[config.mk]
export PLATFORM = sky130hd
export DESIGN_NAME = pixelColorMux
export DESIGN_NICKNAME = d
export VERILOG_FILES = /design/src/verilog/boardPkg.sv /design/src/verilog/pixelColorMux.sv
export SDC_FILE = /design/constraint.sdc
export NUM_CORES = 1
export LEC_CHECK = 0
export ABC_AREA = 1
export BUFFER_PORTS_ARGS = -buffer_cell sky130_fd_sc_hd__buf_2
export CAP_MARGIN = 40
export CELL_PAD_IN_SITES_DETAIL_PLACEMENT = 0
export CELL_PAD_IN_SITES_GLOBAL_PLACEMENT = 2
export CORE_MARGIN = 2
export CORE_UTILIZATION = 20
export CTS_CLUSTER_SIZE = 14
export DETAILED_ROUTE_END_ITERATION = 7
export GPL_TIMING_DRIVEN = 0
export HOLD_SLACK_MARGIN = 0.06
export PLACE_DENSITY = 0.92
export SETUP_SLACK_MARGIN = 0.02
export SYNTH_ARGS = -nofsm -noshare
export SYNTH_HDL_FRONTEND = slang
export SYNTH_SLANG_ARGS = --single-unit
[constraint.sdc]
create_clock -name clk -period 1.1 [get_ports clk]
set_input_delay 0.11 -clock clk [delete_from_list [all_inputs] [get_ports clk]]
set_output_delay 0.11 -clock clk [all_outputs]
set_load 0.1 [all_outputs]
[src/verilog/boardPkg.sv]
// --------------------------------------------------
// board display shared types
// coordinate, color, scan stream and cursor types,
// plus square geometry and palette used by the
// board raster blocks
// --------------------------------------------------
package boardPkg;

    // raster coordinates for the 320x240 area
    typedef logic [8:0] xCoord;
    typedef logic [7:0] yCoord;

    // 4 bits per channel, r in the top nibble
    typedef logic [11:0] rgb12;

    // selection plus one mark bit per square, index is row*2 + col
    typedef struct packed {
        logic       row;
        logic       col;
        logic [3:0] marks;
    } cursorT;

    // one raster position with its flags
    typedef struct packed {
        xCoord x;
        yCoord y;
        logic  active;
        logic  hsync;
        logic  vsync;
    } scanT;

    typedef struct packed {
        scanT scan;
        rgb12 color;
    } pixelT;

    typedef enum logic {
        waitFrame,
        applyCmd
    } ctrlState;

    // squares span strictly between lo and lo + span on each axis
    localparam int squareLo0  = 20;
    localparam int squareLo1  = 130;
    localparam int squareSpan = 90;

    // highlight center is base minus step times the selected index
    localparam int hlCenterBase = 175;
    localparam int hlStep       = 110;
    localparam int hlHalf       = 55;

    localparam rgb12 colorBg        = 12'h000;
    localparam rgb12 colorSquare    = 12'h888;
    localparam rgb12 colorMarked    = 12'h00f;
    localparam rgb12 colorHighlight = 12'hff0;

endpackage

[src/verilog/pixelColorMux.sv]
// --------------------------------------------------
// pixel color select
// turns the square and highlight flags plus the mark
// bits into a 12-bit color and registers it with the
// matching scan position
// --------------------------------------------------
`timescale 1ns/1ps

module pixelColorMux (
    input  logic            clk,
    input  logic            reset,
    input  boardPkg::scanT   scanDly,
    input  logic            squarePix,
    input  logic            highlightPix,
    input  logic [1:0]      squareIdx,
    input  boardPkg::cursorT cursor,
    output boardPkg::pixelT  pixelOut
);
    import boardPkg::*;

    rgb12 colorSel;
    logic markHit;

    always_comb begin
        markHit = cursor.marks[squareIdx];
        // highest priority first
        if (!scanDly.active) begin
            colorSel = colorBg;
        end else if (highlightPix) begin
            colorSel = colorHighlight;
        end else if (squarePix && markHit) begin
            colorSel = colorMarked;
        end else if (squarePix) begin
            colorSel = colorSquare;
        end else begin
            colorSel = colorBg;
        end
    end

    // scan and color leave together, two cycles after scanTiming
    always_ff @(posedge clk) begin
        if (reset) begin
            pixelOut <= '0;
        end else begin
            pixelOut.scan  <= scanDly;
            pixelOut.color <= colorSel;
        end
    end

endmodule

After elaboration in Yosys (flattened, before gate mapping)
Index checks and enable logic that the tools add are counted.
{"block": "op_classes", "bitwise": 1, "reduce_logical": 3, "order_cmp": 1, "mux": 5}
{"operator": "$mux W12", "n": 3}
{"operator": "$lt A2 B3 Y1 const B", "n": 1}
{"operator": "$reduce_or A3 Y1", "n": 1}
{"operator": "$bmux W1 S2", "n": 1}
{"operator": "$reduce_or A2 Y1", "n": 1}
{"operator": "$logic_and A1 B1 Y1", "n": 1}
{"operator": "$mux W1", "n": 1}
{"operator": "$not A1 Y1", "n": 1}
{"block": "word_totals", "input_bits": 32, "ff_bits": 32, "out_inout_bits": 32, "elab_cells": 17}

Longest topological paths before layout
{"block": "logic_depth", "depth_word": 5, "mapped_depth": 6, "mapped_depth_nobuf": 6}

Worst setup path after synthesis
OpenSTA, ideal clock, no wires.
{"block": "synth_path", "path_type": "register to output", "start": "register pixelOut[10] (netlist bit)", "end": "output pixelOut[10] (netlist bit)", "path_buffers": 1, "stages_incl_launch_ff": 2, "t_arrival_ns": 1.428, "path_slack_ns": -0.438, "t_required_ns": 0.990, "cell_sequence": "dfxtp_1 buf_4"}
{"item": "from (decl)", "line": "pixelColorMux.sv:17", "text": "output boardPkg::pixelT pixelOut"}
No word-level cell between the ends.

==> results_dict.tcl <==
set metrics [dict create \
    outcome "finished, final reports clean" \
    grt.overflow.total 0 \
    portBuffers 61 \
    synthesis.nets 124 \
    yosysUniqueCellTypes 10 \
    crit_buf_inv 1 \
    syn_area_per_cell_um2 8.61 \
    tightest_slew_ps 288 \
    globalRouteTotalUtil_pct 8.53 \
    critPathKind "flip-flop to primary output" \
    firstDrtPassIters 3 \
    clock_path_buffers 2 \
    cp_data_required_time_ps 990 \
    first_global_vias 725 \
    antenna_found_initial 0 \
    die_area_mm2 0.00448 \
    fin_cells 224 \
    synthCells 92 \
    end_kind "primary output" \
    crit_fanout 6 \
    power_density_mw_per_mm2 1500 \
    drv_slew 0 \
    rows 22 \
    maxCapViolCount 0 \
    period_share_pct 94.2 \
    final_cell_mix "buf_4 (33), buf_2 (29), inv_1 (25)" \
    cpLargestDelayFamily "flip-flops" \
    worst_path_max_delay_cell "dfxtp_4" \
    fp.dieH_um 66.9 \
    gp_congestion 0.664 \
    clockRootBuffer "clkbuf_8" \
    cp_num_cells 1 \
    cts_made_buffers 3 \
    antennaDiodeCount 0 \
    drive_above_1_share_pct 46.6 \
    wire_per_inst_um 8.22 \
    setup_viol 0 \
    top_register "pixelOut" \
    layout.nets 209 \
    hold_path_class "primary input to flip-flop" \
    grt_pass1_wl_um 2820 \
    cp_slowest_stage_delay_ps 380 \
    final_common_cell "buf_4" \
    ir_worst_vdd_v 0.000441 \
    antenna_left 0 \
    synth-seq-cells 24 \
    via_per_inst 3.48 \
    worstPathArrival_ps 930 \
    dp_hpwl_um 1380 \
    fmax_mhz 965 \
    syn_area_um2 792 \
    ys_warn_count 0 \
    setup_tns_ps 0 \
    drt_iter0_markers 13 \
    endpoint "pixelOut[4]" \
    grt_max_degree 15 \
    die_x_um 66.9 \
    rsz0062_at_grt "no" \
    start_kind "flip-flop" \
    slew_headroom_pct 81.0 \
    wirelength_um 1840 \
    pin_count 64 \
    initial_core_util_pct 21.2 \
    synth_area_leader_cell "dfxtp_1" \
    hold_slack_ps 62.8 \
    power_mw 2.38 \
    htreeDepth 1 \
    synth_top_area_share_pct 60.7 \
    cts.sinks 24 \
    drc_errors 0 \
    synth_area_leaders "dfxtp_1 (61%), inv_1 (12%), nor2_1 (9.0%)" \
    cts_tree "done" \
    critPathLaunch "pixelOut[10]" \
    worstPathCellList "buf_4" \
    vias 779 \
    largest_register_ffs 24 \
    p_leak_nw 0.883 \
    finalHoldViolations 0 \
    placedCellCount 201 \
    clkSlewWorstSetupHoldPaths_ps 80 \
    coreArea_mm2 0.00374 \
    fin_ws_ps 64.0 \
    largestRegisters "pixelOut x24" \
    fin_crit_ps 1040 \
    ys_seq_area_share_pct 60.7 \
    area.growth.synth_to_final_pct 100 \
    pre_cts_slack_ps 134 \
]
## cells by family (layout without fill, tap and decap cells)
family,Yosys count,after routing,synth area share [%]
flops,24,24,60.7
buf+inv,35,119,21.8
simple gates,33,33,17.5
## final cells by class
type / instances / area [um2]
flip-flops and latches: 24 / 492
plain buffers: 10 / 78.8
well taps: 48 / 60.1
repair buffers: 80 / 649
clock buffers: 3 / 41.3
multi-input cells: 33 / 139
inverters: 25 / 93.8
clock inverters: 1 / 30.0
fillers: 396 / 2160
## worst min-delay path by stage
stage	slack, ps	start	depth (start not counted)	endpoint
global route	70	scanDly[10]	3	pixelOut[22]
finish	60	scanDly[10]	3	pixelOut[22]
detailed placement	310	reset	2	pixelOut[14]
CTS	60	scanDly[12]	3	pixelOut[24]
floorplan	190	reset	1	pixelOut[14]
global placement	310	reset	2	pixelOut[14]
## timing repair
| action | in CTS | in global routing |
|---|---|---|
| setup buffers | 0 | 0 |
| hold endpoints to repair | 19 | 0 |
| resized for setup | 40 | 10 |
| endpoints found under the setup margin | 32 | 5 |
| hold buffers | 19 | 0 |
## power breakdown
group,internal (mW),leakage (nW),switching [mW]
sequential,0.909,0.202,0.0140
clock,0.486,0.0357,0.260
combinational,0.210,0.645,0.497
total,1.60,0.883,0.772
## tightest hold or removal path, delay by kind of cell
kind                   cells  cell delay [ps]
and+or+nand+nor            1               30
buffers and inverters      2              130
## synth_stat cells (all sizes together)
master	instances
and2	1
nand3	2
nand2	9
buf	10
inv	25
nor2	21
dfxtp	24
## per-layer routing
metal | vias to the layer above | wire length, um | share of wire (%) | GRT usage [%]
li1 | 412 | - | - | -
met1 | 333 | 726 | 39 | 7.84
met2 | 32 | 977 | 53 | 16.9
met3 | 2 | 109 | 5.9 | 1.01
met4 | 0 | 27 | 1.5 | 6.12
met5 | - | 0 | 0 | 0
## per-stage QoR
stage,instance area [um2],utilization [%]
after global routing,1580,42.3
after floorplan,803,-
final,1580,42.3
after global placement,1170,31.2
after detailed placement,1170,31.2
after CTS,1540,41.1
Note: power is estimated with default switching activity, not from simulation.
