===== config.mk =====
export PLATFORM = sky130hd
export DESIGN_NAME = cursorControl
export DESIGN_NICKNAME = d
export VERILOG_FILES = /design/src/verilog/boardPkg.sv /design/src/verilog/cursorControl.sv
export SDC_FILE = /design/constraint.sdc
export NUM_CORES = 1
export LEC_CHECK = 0
export ABC_CLOCK_PERIOD_IN_PS = 1500
export BUFFER_PORTS_ARGS = -buffer_cell sky130_fd_sc_hd__buf_2
export CORE_AREA = 2 2 39 41
export DETAILED_ROUTE_END_ITERATION = 8
export DIE_AREA = 0 0 41 43
export PLACE_DENSITY_LB_ADDON = 0.1
export SLEW_MARGIN = 0
export SYNTH_ARGS = -nofsm -noshare
export SYNTH_HDL_FRONTEND = slang
export SYNTH_SLANG_ARGS = --single-unit

===== constraint.sdc =====
create_clock -name clk -period 1.5 [get_ports clk]
set_input_delay 0.3 -clock clk [delete_from_list [all_inputs] [get_ports clk]]
set_output_delay 0.3 -clock clk [all_outputs]
set_load 0.03 [all_outputs]

===== src/verilog/boardPkg.sv =====
// --------------------------------------------------
// board display shared types
// coordinate, color, scan stream and cursor types,
// plus square geometry and palette used by the
// board raster blocks
// --------------------------------------------------
package boardPkg;

    // raster coordinates for the 320x240 area
    typedef logic [8:0] xCoord;
    typedef logic [7:0] yCoord;

    // 4 bits per channel, r in the top nibble
    typedef logic [11:0] rgb12;

    // selection plus one mark bit per square, index is row*2 + col
    typedef struct packed {
        logic       row;
        logic       col;
        logic [3:0] marks;
    } cursorT;

    // one raster position with its flags
    typedef struct packed {
        xCoord x;
        yCoord y;
        logic  active;
        logic  hsync;
        logic  vsync;
    } scanT;

    typedef struct packed {
        scanT scan;
        rgb12 color;
    } pixelT;

    typedef enum logic {
        waitFrame,
        applyCmd
    } ctrlState;

    // squares span strictly between lo and lo + span on each axis
    localparam int squareLo0  = 20;
    localparam int squareLo1  = 130;
    localparam int squareSpan = 90;

    // highlight center is base minus step times the selected index
    localparam int hlCenterBase = 175;
    localparam int hlStep       = 110;
    localparam int hlHalf       = 55;

    localparam rgb12 colorBg        = 12'h000;
    localparam rgb12 colorSquare    = 12'h888;
    localparam rgb12 colorMarked    = 12'h00f;
    localparam rgb12 colorHighlight = 12'hff0;

endpackage


===== src/verilog/cursorControl.sv =====
// --------------------------------------------------
// cursor control FSM
// collects button strobes during a frame and commits
// them once at frame start: column and row moves
// first, then the mark toggle on the new square
// --------------------------------------------------
`timescale 1ns/1ps

module cursorControl (
    input  logic            clk,
    input  logic            reset,
    input  logic            moveCol,
    input  logic            moveRow,
    input  logic            select,
    input  boardPkg::scanT   scan,
    output boardPkg::cursorT cursor
);
    import boardPkg::*;

    ctrlState state;

    // strobes seen since the last commit
    logic pendCol;
    logic pendRow;
    logic pendSel;

    // selection after the pending moves
    logic       newRow;
    logic       newCol;
    logic [1:0] newIdx;

    always_comb begin
        newRow = cursor.row ^ pendRow;
        newCol = cursor.col ^ pendCol;
        newIdx = {newRow, newCol};
    end

    always_ff @(posedge clk) begin
        if (reset) begin
            state   <= waitFrame;
            pendCol <= 1'b0;
            pendRow <= 1'b0;
            pendSel <= 1'b0;
            cursor  <= '0;
        end else begin
            case (state)
                waitFrame: begin
                    pendCol <= pendCol | moveCol;
                    pendRow <= pendRow | moveRow;
                    pendSel <= pendSel | select;
                    // frame start, commit on the next cycle
                    if (scan.vsync) begin
                        state <= applyCmd;
                    end
                end
                applyCmd: begin
                    cursor.row <= newRow;
                    cursor.col <= newCol;
                    // the mark goes to the square selected after the moves
                    if (pendSel) begin
                        cursor.marks[newIdx] <= ~cursor.marks[newIdx];
                    end
                    // strobes landing now are held for the next frame
                    pendCol <= moveCol;
                    pendRow <= moveRow;
                    pendSel <= select;
                    state   <= waitFrame;
                end
                default: begin
                    state <= waitFrame;
                end
            endcase
        end
    end

endmodule


After elaboration in Yosys (flattened, before gate mapping) --
Cells that the tools add are included.
Cells by class: equality and inequality tests 0, multipliers 0, reductions and logical operators 2, muxes and demuxes 10, magnitude comparators 2, bitwise gates (word level) 7, add/subtract/negate cells 0, div/mod/pow operators 0, shifts and indexed selects 0
Operator list (number):
- one-hot mux 1 bit (2 select lines) | 4
- bitwise mux 4 bit | 1
- less-than comparator 2 x 3 -> 1 bit, second input constant | 1
- two-way mux 1 bit | 3
- OR 1 bit | 3
- binary-select mux 1 bit (select 2 bit) | 1
- demux 1 bit (select 2 bit) | 1
- greater-or-equal comparator 2 x 1 -> 1 bit, second input constant | 1
- inverter 1 bit | 2
- AND reduction 2 bit | 1
- bitwise XOR 1 bit | 2
- logical AND 1 bit | 1
Storage, ports and cells: memories kept 0, word-level logic and storage cells 28, bits of input ports 25, output and inout bits 6, latch bits 0, bits in read-only memories 0, bits in registers 10, memory bits (writable) 0

Longest topological paths before layout --
depth after elaboration 6, mapped depth 3, mapped depth without buffers 3

Worst setup path after synthesis --
OpenSTA, ideal clock, no wires.
path type reg2reg, from register cursor[5] in the netlist's numbering, to register cursor[2] in the netlist's numbering, path slack 71 ps, data arrival time 1358 ps, setup time 71 ps, cell stages (with the launch flop) 4, path buffers 0, required time 1429 ps, period minus slack after synthesis 1429 ps, path through dfxtp_1 xnor2_1 or4_1 a21oi_1
Between the ends: longest elaborated chain between the ends 6, elaborated cells on any way between the ends 10, those cells by class order compare (2); mux (5); bitwise (2); reduce/logical (1)
RTL lines:
- start, declared | line cursorControl.sv:16 | output boardPkg::cursorT cursor
- bitwise XOR 1 bit (*) | line cursorControl.sv:33 | newRow = cursor.row ^ pendRow;
- less-than comparator 2 x 3 -> 1 bit (implied by the code) / greater-or-equal comparator 2 x 1 -> 1 bit (equally long branches) | line cursorControl.sv:61 | cursor.marks[newIdx] <= ~cursor.marks[newIdx];
- logical AND 1 bit (implied by the code) | line cursorControl.sv:61
- two-way mux 1 bit (implied by the code) | line cursorControl.sv:61
- demux 1 bit (select 2 bit) | line cursorControl.sv:61
- bitwise mux 4 bit (*) | line cursorControl.sv:61
Every way passes the cells marked *; elsewhere a longest branch is shown, timed or not. The select of a mux whose other input is x is not followed. A chain may end at the register's enable or synchronous reset.

Worst setup path after layout --
from register cursor[5] in the netlist's numbering, to register cursor[3] in the netlist's numbering
The elaborated chain is that of the path after synthesis.

==> qor.csv <==
metric,value,unit
endpoints failing setup,0,
Final Hold Vio Count,0,
setup TNS,0,ps
post-place instance area,464,um^2
GRT Total Usage,11.0,%
largest net degree at the start of global routing,11,
adder-cell share of the synthesized area,0,%
vias in the first global route,293,
area of the core,1380,um^2
CTS tree,built,
Clock Skew,6.18,ps
Synth Area in XOR/XNOR,13.4,%
"antenna viol nets, final",0,
Rows,14,
CP top delay family,simple AND/OR/NAND/NOR gates,
Finished Core Util,36.2,%
ranking of synthesized cells by area,"dfxtp_1 51%, a21oi_1 8.9%, xor2_1 8.9%",
Pleak,0.211,nW
layout cells sized above 1,26.8,%
CP endpoint kind,flop,
RSZ-0062 raised after global routing,no,
Initial Utilization,28.4,%
initial antenna violation count,0,
Clock H-tree levels,1,
crit start category,flop,
DR WL/cell,10.5,um
drt drc,0,
synthesized cell area,393,um^2
synth warn,0,
complex-gate fraction of the synthesized area,16.6,%
Mapped Cells,42,
arrival time worst endpoint,1470,ps
Filler Cells Inserted,157,
Worst-Margin Slew,288,ps
mean post-synth cell area,9.35,um^2
Period minus WS final,1270,ps
cts repair resizes,0,
Final period util,84.8,%
worst-path cell chain,xnor2_1 > or4_1 > a21oi_1,
multi-input logic area,185,um^2
post-synthesis simple-gate area fraction,17.2,%
die area,1760,um^2
Clock Path Buffers,2,
Post-DP HPWL,566,um
Critical Path RT,1700,ps
Routability Congestion,0.665,
Yosys top cell by area,dfxtp_1,
register area share after synthesis,51.0,%
Final Cell Area,500,um^2
PD cells,1180,nW/um^2
Worst path max stage delay,510,ps
drt total wl,759,um
Max-slew headroom,80.7,%
CTS buffer count,3,
die height,43,um
max cap viols,0,
dpl ws,229,ps
Synth top area share,51.0,%
crit path max fanout,4,
Register Area,200,um^2
outcome,"complete, no violations",
FMAX,786,MHz
Diodes inserted,0,
Worst Hold Class,primary input to flop,
GRT overflow,0,
worst vdd ir,0.501,mV
DR iter-0 viols,0,
Final #Nets,82,
worst setup margin,228,ps
CTS Root Cell,clkbuf_4,
drt first pass iters,1,
Die X-Extent,41,um
post-synthesis sequential element count,10,
I/O pin count,31,
Slew Limit Fails,0,
mux contribution to synthesized area,0,%
Vias/cell,4.67,
clock sink total,10,
syn_nets,67,
WP buf/inv,0,
layout overhead on the synthesized area,27.4,%
post-synthesis cell type count,11,
# port buffers,11,
setup bufs post-CTS,0,
critical path's slowest cell,or4_1,
largest family of logic cells by synthesized area,simple AND/OR/NAND/NOR gates,
"CTS clk-pin slew, worst paths",70,ps
Vias,336,
first-pass GRT wire length,1.25,mm
Skew-Pair Late Insertion Delay,260,ps
CP Class,flop to flop,
cts hold-fix bufs,0,
Hold WS,236,ps
-- layer usage --
metal,GRT usage [%],vias to the layer above,share of wire (%)
met1,12.6,148,49
met3,3.14,2,6.7
met2,15.3,10,43
met5,0,-,0
li1,-,176,-
met4,10.0,0,1.3
-- power by group --
group | internal (mW) | total, mW | switching (mW)
combinational | 0.0219 | 0.0566 | 0.0348
sequential | 0.277 | 0.289 | 0.0121
clock | 0.147 | 0.243 | 0.0953
total | 0.446 | 0.588 | 0.142
-- final cells by class --
type / instances / area share [%]
clock buffer: 4 / 7.25
inverter: 1 / 0.750
multi-input combinational: 30 / 37.0
sequential: 10 / 40.0
tap: 16 / 4.00
timing repair buffer: 11 / 11.0
-- final timing paths --
| kind | startpoint | endpoint | slack, ps | cells after the start |
|---|---|---|---|---|
| max | cursor[5]$_SDFFE_PP0P_ | cursor[3]$_SDFFE_PP0P_ | 230 | 3 |
| min | select | pendSel$_SDFF_PP0_ | 240 | 3 |
| max reg2reg | cursor[5]$_SDFFE_PP0P_ | cursor[3]$_SDFFE_PP0P_ | 230 | 3 |
| min reg2reg | cursor[2]$_SDFFE_PP0P_ | cursor[2]$_SDFFE_PP0P_ | 480 | 2 |
-- stage by stage --
stage | total power, mW | cells
2_1_floorplan | 0.335 | 42
3_3_place_gp | 0.353 | 68
3_5_place_dp | 0.354 | 68
4_1_cts | 0.602 | 72
5_1_grt | 0.625 | 72
6_report | 0.588 | 72
-- flip-flops by register name, indices dropped and copies added (netlist names) --
signal and count:
cursor 6, pendSel 1, pendCol 1, state 1
pendRow 1
-- kinds of logic (layout without fill, tap and decap cells) --
kind of cell | Yosys count | count (layout)
compound gates | 11 | 11
xor+xnor | 6 | 6
buf+inv | 2 | 16
flops | 10 | 10
simple gates | 13 | 13
-- worst min-delay path, delay by kind of cell --
| kind | cells | cell delay [ps] |
|---|---|---|
| buffers and inverters | 1 | 70 |
| AND/OR/NAND/NOR | 1 | 60 |
| AO/OA/AOI/OAI | 1 | 30 |
-- cell usage in the layout, fill, tap and decap left out, drive strengths merged --
master,instances
nand2,3
or4,4
xnor2,2
clkbuf,4
buf,11
nor2,5
nor3b,1
dfxtp,10
o31ai,4
inv,1
xor2,4
a21oi,7
-- cell usage after synthesis --
library cell and number:
xnor2_1 2, nor2_1 5, inv_1 1, dfxtp_1 10, or4_1 4, nor3b_1 1, a21oi_1 7, xor2_1 4
nand2_1 3, clkbuf_1 1, o31ai_1 4
No activity file was read; power rests on OpenSTA's default activity.
