<file path="src/verilog/boardPkg.sv">
// --------------------------------------------------
// board display shared types
// coordinate, color, scan stream and cursor types,
// plus square geometry and palette used by the
// board raster blocks
// --------------------------------------------------
package boardPkg;

    // raster coordinates for the 320x240 area
    typedef logic [8:0] xCoord;
    typedef logic [7:0] yCoord;

    // 4 bits per channel, r in the top nibble
    typedef logic [11:0] rgb12;

    // selection plus one mark bit per square, index is row*2 + col
    typedef struct packed {
        logic       row;
        logic       col;
        logic [3:0] marks;
    } cursorT;

    // one raster position with its flags
    typedef struct packed {
        xCoord x;
        yCoord y;
        logic  active;
        logic  hsync;
        logic  vsync;
    } scanT;

    typedef struct packed {
        scanT scan;
        rgb12 color;
    } pixelT;

    typedef enum logic {
        waitFrame,
        applyCmd
    } ctrlState;

    // squares span strictly between lo and lo + span on each axis
    localparam int squareLo0  = 20;
    localparam int squareLo1  = 130;
    localparam int squareSpan = 90;

    // highlight center is base minus step times the selected index
    localparam int hlCenterBase = 175;
    localparam int hlStep       = 110;
    localparam int hlHalf       = 55;

    localparam rgb12 colorBg        = 12'h000;
    localparam rgb12 colorSquare    = 12'h888;
    localparam rgb12 colorMarked    = 12'h00f;
    localparam rgb12 colorHighlight = 12'hff0;

endpackage

</file>
<file path="src/verilog/scanTiming.sv">
// --------------------------------------------------
// raster scan timing
// walks x across each line and y down each frame,
// flags the visible 320x240 area and pulses the
// syncs at the counter wrap points
// --------------------------------------------------
`timescale 1ns/1ps

module scanTiming #(
    parameter int hTotal = 400,
    parameter int vTotal = 262
) (
    input  logic          clk,
    input  logic          reset,
    output boardPkg::scanT scan
);
    import boardPkg::*;

    // visible area limits
    localparam int activeW  = 320;
    localparam int activeH  = 240;
    // a frame has more lines than the 8-bit y field can hold
    localparam int lineBits = $clog2(vTotal);

    // x of scan is the pixel counter itself,
    // y of scan carries the low bits of the line counter
    logic [lineBits-1:0] lineCount;
    logic [lineBits-1:0] lineNext;
    xCoord               xNext;
    logic                lineWrap;
    logic                frameWrap;

    always_comb begin
        lineWrap  = (scan.x == xCoord'(hTotal - 1));
        frameWrap = (lineCount == lineBits'(vTotal - 1));
        // x wraps every line
        if (lineWrap) begin
            xNext = '0;
        end else begin
            xNext = scan.x + 9'd1;
        end
        // line only steps when x wraps
        if (!lineWrap) begin
            lineNext = lineCount;
        end else if (frameWrap) begin
            lineNext = '0;
        end else begin
            lineNext = lineCount + 1'b1;
        end
    end

    // every field comes from the next counter values,
    // so coordinates and flags stay on the same cycle
    always_ff @(posedge clk) begin
        if (reset) begin
            scan      <= '0;
            lineCount <= '0;
        end else begin
            lineCount   <= lineNext;
            scan.x      <= xNext;
            scan.y      <= yCoord'(lineNext);
            scan.active <= (int'(xNext) < activeW) && (int'(lineNext) < activeH);
            scan.hsync  <= (xNext == '0);
            scan.vsync  <= (xNext == '0) && (lineNext == '0);
        end
    end

endmodule
</file>
<file path="config.mk">
export PLATFORM = sky130hd
export DESIGN_NAME = scanTiming
export DESIGN_NICKNAME = d
export VERILOG_FILES = /design/src/verilog/boardPkg.sv /design/src/verilog/scanTiming.sv
export SDC_FILE = /design/constraint.sdc
export NUM_CORES = 1
export LEC_CHECK = 0
export ABC_AREA = 1
export BUFFER_PORTS_ARGS = -buffer_cell sky130_fd_sc_hd__buf_2
export CAP_MARGIN = 40
export CORE_AREA = 5 5 60 62
export DETAILED_ROUTE_END_ITERATION = 12
export DIE_AREA = 0 0 65 67
export PLACE_DENSITY_LB_ADDON = 0.08
export SLEW_MARGIN = 20
export SYNTH_ARGS = -nofsm -noshare
export SYNTH_HDL_FRONTEND = slang
export SYNTH_SLANG_ARGS = --single-unit
export TNS_END_PERCENT = 100
</file>
<file path="constraint.sdc">
create_clock -name clk -period 1.8 [get_ports clk]
set_input_delay 0.09 -clock clk [delete_from_list [all_inputs] [get_ports clk]]
set_output_delay 0.09 -clock clk [all_outputs]
set_load 0.005 [all_outputs]
</file>
# Word level (Yosys, flattened, before mapping)
# Cells that the tools add are included.
[word_totals]
n_memories = 0
romBits = 0
output_inout_bits = 20
latch_bits = 0
ram_bits = 0
elab_cells = 19
in_bits = 2
regBits = 29
[classes]
bitwise_logic = 0
order_cmp = 2
shifts = 0
n_addsub = 2
mux = 3
n_eq_ne = 2
div_mod_pow = 0
n_reduce_logical = 4
mul = 0
[op_table]
columns = ["operator", "count"]
rows = [
  ["$mux 9", 3],
  ["$add 9x1->9 const B", 2],
  ["$eq 9x9->1 const B", 2],
  ["$logic_not 9->1", 2],
  ["$lt 9x8->1 const B", 1],
  ["$lt 9x9->1 const B", 1],
  ["$logic_and 1x1->1", 2],
]

# Depth between registers and ports, before layout
[depth]
ltp_word = 5
ltp_mapped = 12
ltp_nobuf = 12

# Worst setup path before layout
# OpenSTA, ideal clock, no wires.
[synth_path]
kind = "reg-to-reg"
start = "reg scan[11] (netlist name)"
end = "reg scan[2] (netlist name)"
setup_time_ns = 0.113
path_buffers = 0
t_arrival_ns = 1.395
period_less_slack_ns = 1.508
path_stages_with_launch = 11
t_required_ns = 1.687
slack_ns = 0.292
path_cell_list = "dfxtp_1 > ha_1 > nand3_2 > nor2_2 > nand2_1 > o21ai_1 > nand2_2 > nor2_1 > nand2_1 > nand2_1 > nor2_1"
[synth_via]
elab_chain_cells = 4
elab_cells_between_ends = 7
cone_classes = "add/sub (1); order compare (2); eq/ne (1); mux (2); reduce/logical (1)"
[synth_lines]
columns = ["item", "line_no", "source"]
rows = [
  ["start: declaration", "scanTiming.sv:15", "output boardPkg::scanT scan"],
  ["$add 9x1->9 or $eq 9x9->1 (tied branches)", "scanTiming.sv:40, scanTiming.sv:34", ""],
  ["$mux 9, on equally long branches", "scanTiming.sv:37, scanTiming.sv:43", ""],
  ["$lt 9x9->1 or $lt 9x8->1 (tied branches)", "scanTiming.sv:62", "scan.active <= (int'(xNext) < activeW) && (int'(lineNext) < activeH);"],
  ["$logic_and 1x1->1 *", "scanTiming.sv:62", ""],
]
# Every way passes the cells marked *; elsewhere a longest branch is shown, timed or not.
# A chain may end at the register's enable or synchronous reset.

# Final worst setup path
[layout_path]
start = "reg scan[11] (netlist name)"
end = "reg scan[0] (netlist name)"
[layout_via]
elab_chain_cells = 4
elab_cells_between_ends = 7
cone_classes = "add/sub (1); eq/ne (1); mux (2); reduce/logical (3)"
[layout_lines]
columns = ["item", "line_no", "source"]
rows = [
  ["$add 9x1->9 or $eq 9x9->1 (tied branches)", "scanTiming.sv:40, scanTiming.sv:34", ""],
  ["$mux 9, on equally long branches", "scanTiming.sv:37, scanTiming.sv:43", ""],
  ["$logic_not 9->1", "scanTiming.sv:64", "scan.vsync <= (xNext == '0) && (lineNext == '0);"],
  ["$logic_and 1x1->1 *", "scanTiming.sv:64", ""],
]
# Marked as above.

==> results_dict.tcl <==
set metrics [dict create \
    synth_compound_area_share_pct 2.03 \
    grt_max_degree 21 \
    maxCapViolCount 0 \
    use_met3_pct 2.53 \
    synth_area_leaders "dfxtp_1 32%, nand2_1 18%, nor2_1 14%, inv_1 8.7%, nand3_1 7.0%" \
    clock_path_buffers 2 \
    wire_per_inst_um 11.7 \
    grt.busiest_layer "met2" \
    grt_overflow 0 \
    initial_core_util_pct 43.5 \
    path_clk_slew_ns 0.12 \
    power.density_nw_per_um2 524 \
    h-tree-depth 1 \
    met1_usage_pct 18.3 \
    antenna_found_initial 0 \
    routabilityCongestion 0.869 \
    muxShareOfSynthArea_pct 0 \
    min_path_type "in -> reg" \
    drtIter0Drc 87 \
    io_pins 22 \
    first_pass_iters 4 \
    placementRows 20 \
    hold_violations 0 \
    max_slew_margin_pct 75.7 \
    io_buffers 21 \
    finClkSkew_ns 0.00501 \
    drv_slew 0 \
    fp.dieH_um 67 \
    nets 236 \
    stdcell_area_um2 1440 \
    vias_per_cell 4.92 \
    worstSetupPathType "reg -> reg" \
    yosysTopAreaCellShare_pct 32.5 \
    synth_area_um2 1290 \
    grt_pass1_vias 1287 \
    rsz0062_at_grt "false" \
    synth_simple_gate_area_share_pct 47.1 \
    synthXorXnorAreaFrac_pct 1.35 \
    place_area_um2 1370 \
    setup.worst_path.start_class "flip-flop" \
    yosysTopAreaCell "dfxtp_1" \
    gr-usage-met2_pct 28.4 \
    vias 1294 \
    die_w_um 65 \
    n_antenna_cell 0 \
    clock_latency_ns 0.30 \
    critPathArrivalTime_ns 1.83 \
    irDropWorstVdd_v 0.000353 \
    ant_nets 0 \
    wl_um 3070 \
    max_freq_mhz 631 \
    min_period_ns 1.58 \
    status "complete, no violations" \
    ctsHoldBuffers 0 \
    yosysWarnings 0 \
    ys_seq_elements 21 \
    synth_top_family_by_area "simple AND/OR/NAND/NOR gates" \
    drcViolationCount 0 \
    synthCells 214 \
    min_period_over_period_pct 88.0 \
    holdWs_ns 0.169 \
    crit_required_ns 2.05 \
    cp_max_fo 4 \
    synthAdderAreaFrac_pct 2.90 \
    cts_tree "done" \
    finalSetupViolations 0 \
    leakage_uw 0.000760 \
    ys_types 21 \
    grt_pass1_wl_um 5410 \
    clock-sinks 21 \
    post-dp-hpwl_um 2420 \
    area_delta_synth_final_pct 11.3 \
    crit_path_end_kind "flip-flop" \
    ys_seq_area_share_pct 32.5 \
    core-area_um2 2980 \
    tightest_slew_ns 0.364 \
    synth-edff-count 0 \
    die-area_um2 4360 \
    synth_ff_type "dfxtp_1" \
    async_flop_share_pct 0 \
    drive_above_1_share_pct 17.8 \
    yosysMostFrequentCell "nand2_1" \
    grt_usage_pct 15.7 \
    cts_buffers 3 \
    synth_commonest_cells "62 x nand2_1, 49 x nor2_1, 30 x inv_1" \
    root_buffer "clkbuf_4" \
    avgSynthCellArea_um2 6.05 \
    fin_setup_tns_ns 0 \
    synthesis.nets 219 \
]
==> path summary, 6_finish.rpt <==
check                              start        to  slack, ns  cells after the start
worst max-delay path            scan[11]   scan[0]       0.22                     11
worst min-delay path               reset   scan[3]       0.17                      2
worst max register to register  scan[11]   scan[0]       0.22                     11
worst min register to register  scan[11]  scan[11]       0.60                      3
==> flip-flops by register name, indices dropped and copies added, names as in the netlist <==
signal and flops:
lineCount 2, scan 19
==> logic make-up after synthesis <==
kind of cell             count (synthesis)
adder cells (fa/ha/maj)                  3
buffers and inverters                   41
flip-flops                              21
AND/OR/NAND/NOR                        142
XOR/XNOR                                 2
AO/OA/AOI/OAI                            5
==> where the power goes <==
part	internal, uW	total [uW]	switching [uW]
Sequential	475	485	9.36
Clock	82.7	225	143
Combinational	19.4	44.7	25.4
==> per-stage QoR <==
step	worst slack, ns	instances	utilization [%]	power (uW)
global route	0.0134	263	48.4	808
global placement	0.100	258	46.1	533
finish	0.216	263	48.4	755
CTS	0.0421	262	47.1	766
floorplan	0.292	214	-	517
detailed placement	0.0719	258	46.1	534
==> cell usage in the layout (no fill, tap or decap) <==
cell      Yosys  layout
inv_2         1       1
nor3_1        1       1
inv_1        30      30
dfxtp_2       0       3
o21ai_2       0       1
nand3_2       2       1
o21ai_1       2       1
clkbuf_4      0       3
nor2_4        1       1
nand3_1      18      18
nor2_1       49      48
ha_4          0       1
ha_1          3       2
nand2_1      62      61
a31oi_1       1       1
buf_4         8       1
dfxtp_1      21      18
buf_2         0      21
xor2_1        1       1
nor3_4        1       1
nand3_4       0       1
nand2_2       1       2
clkinv_2      0       1
nand4_1       5       5
nor2_2        2       3
o21ai_0       2       2
xnor2_1       1       1
==> routing by layer <==
layer,vias to the layer above,part of all wire [%]
met5,-,0
met4,0,1.7
met3,6,3.9
met2,23,50
met1,587,44
li1,678,-
==> final cells by class <==
| type | count | area (um2) |
|---|---|---|
| clock buffers | 3 | 22.5 |
| clock inverters | 1 | 5.00 |
| fillers | 318 | 1540 |
| inverters | 31 | 116 |
| multi-input cells | 152 | 719 |
| flip-flops and latches | 21 | 424 |
| well taps | 33 | 41.3 |
| repair buffers | 22 | 113 |
==> what timing repair did <==
item | 4_1_cts | 5_1_grt
setup endpoints to repair | 0 | 3
gates resized for setup | 0 | 9
buffers inserted | 0 | 1
==> worst max-delay path, stage by stage, from the launching register on <==
cell     delay [ns]
dfxtp_2        0.39
ha_4           0.17
nand3_4        0.11
nor2_2         0.19
nand2_2        0.12
nor2_1         0.11
nand2_1        0.06
nand2_2        0.09
nand2_1        0.05
nor2_1         0.09
nand2_1        0.06
nor2_1         0.07
Power figures use the tool's default switching activity.
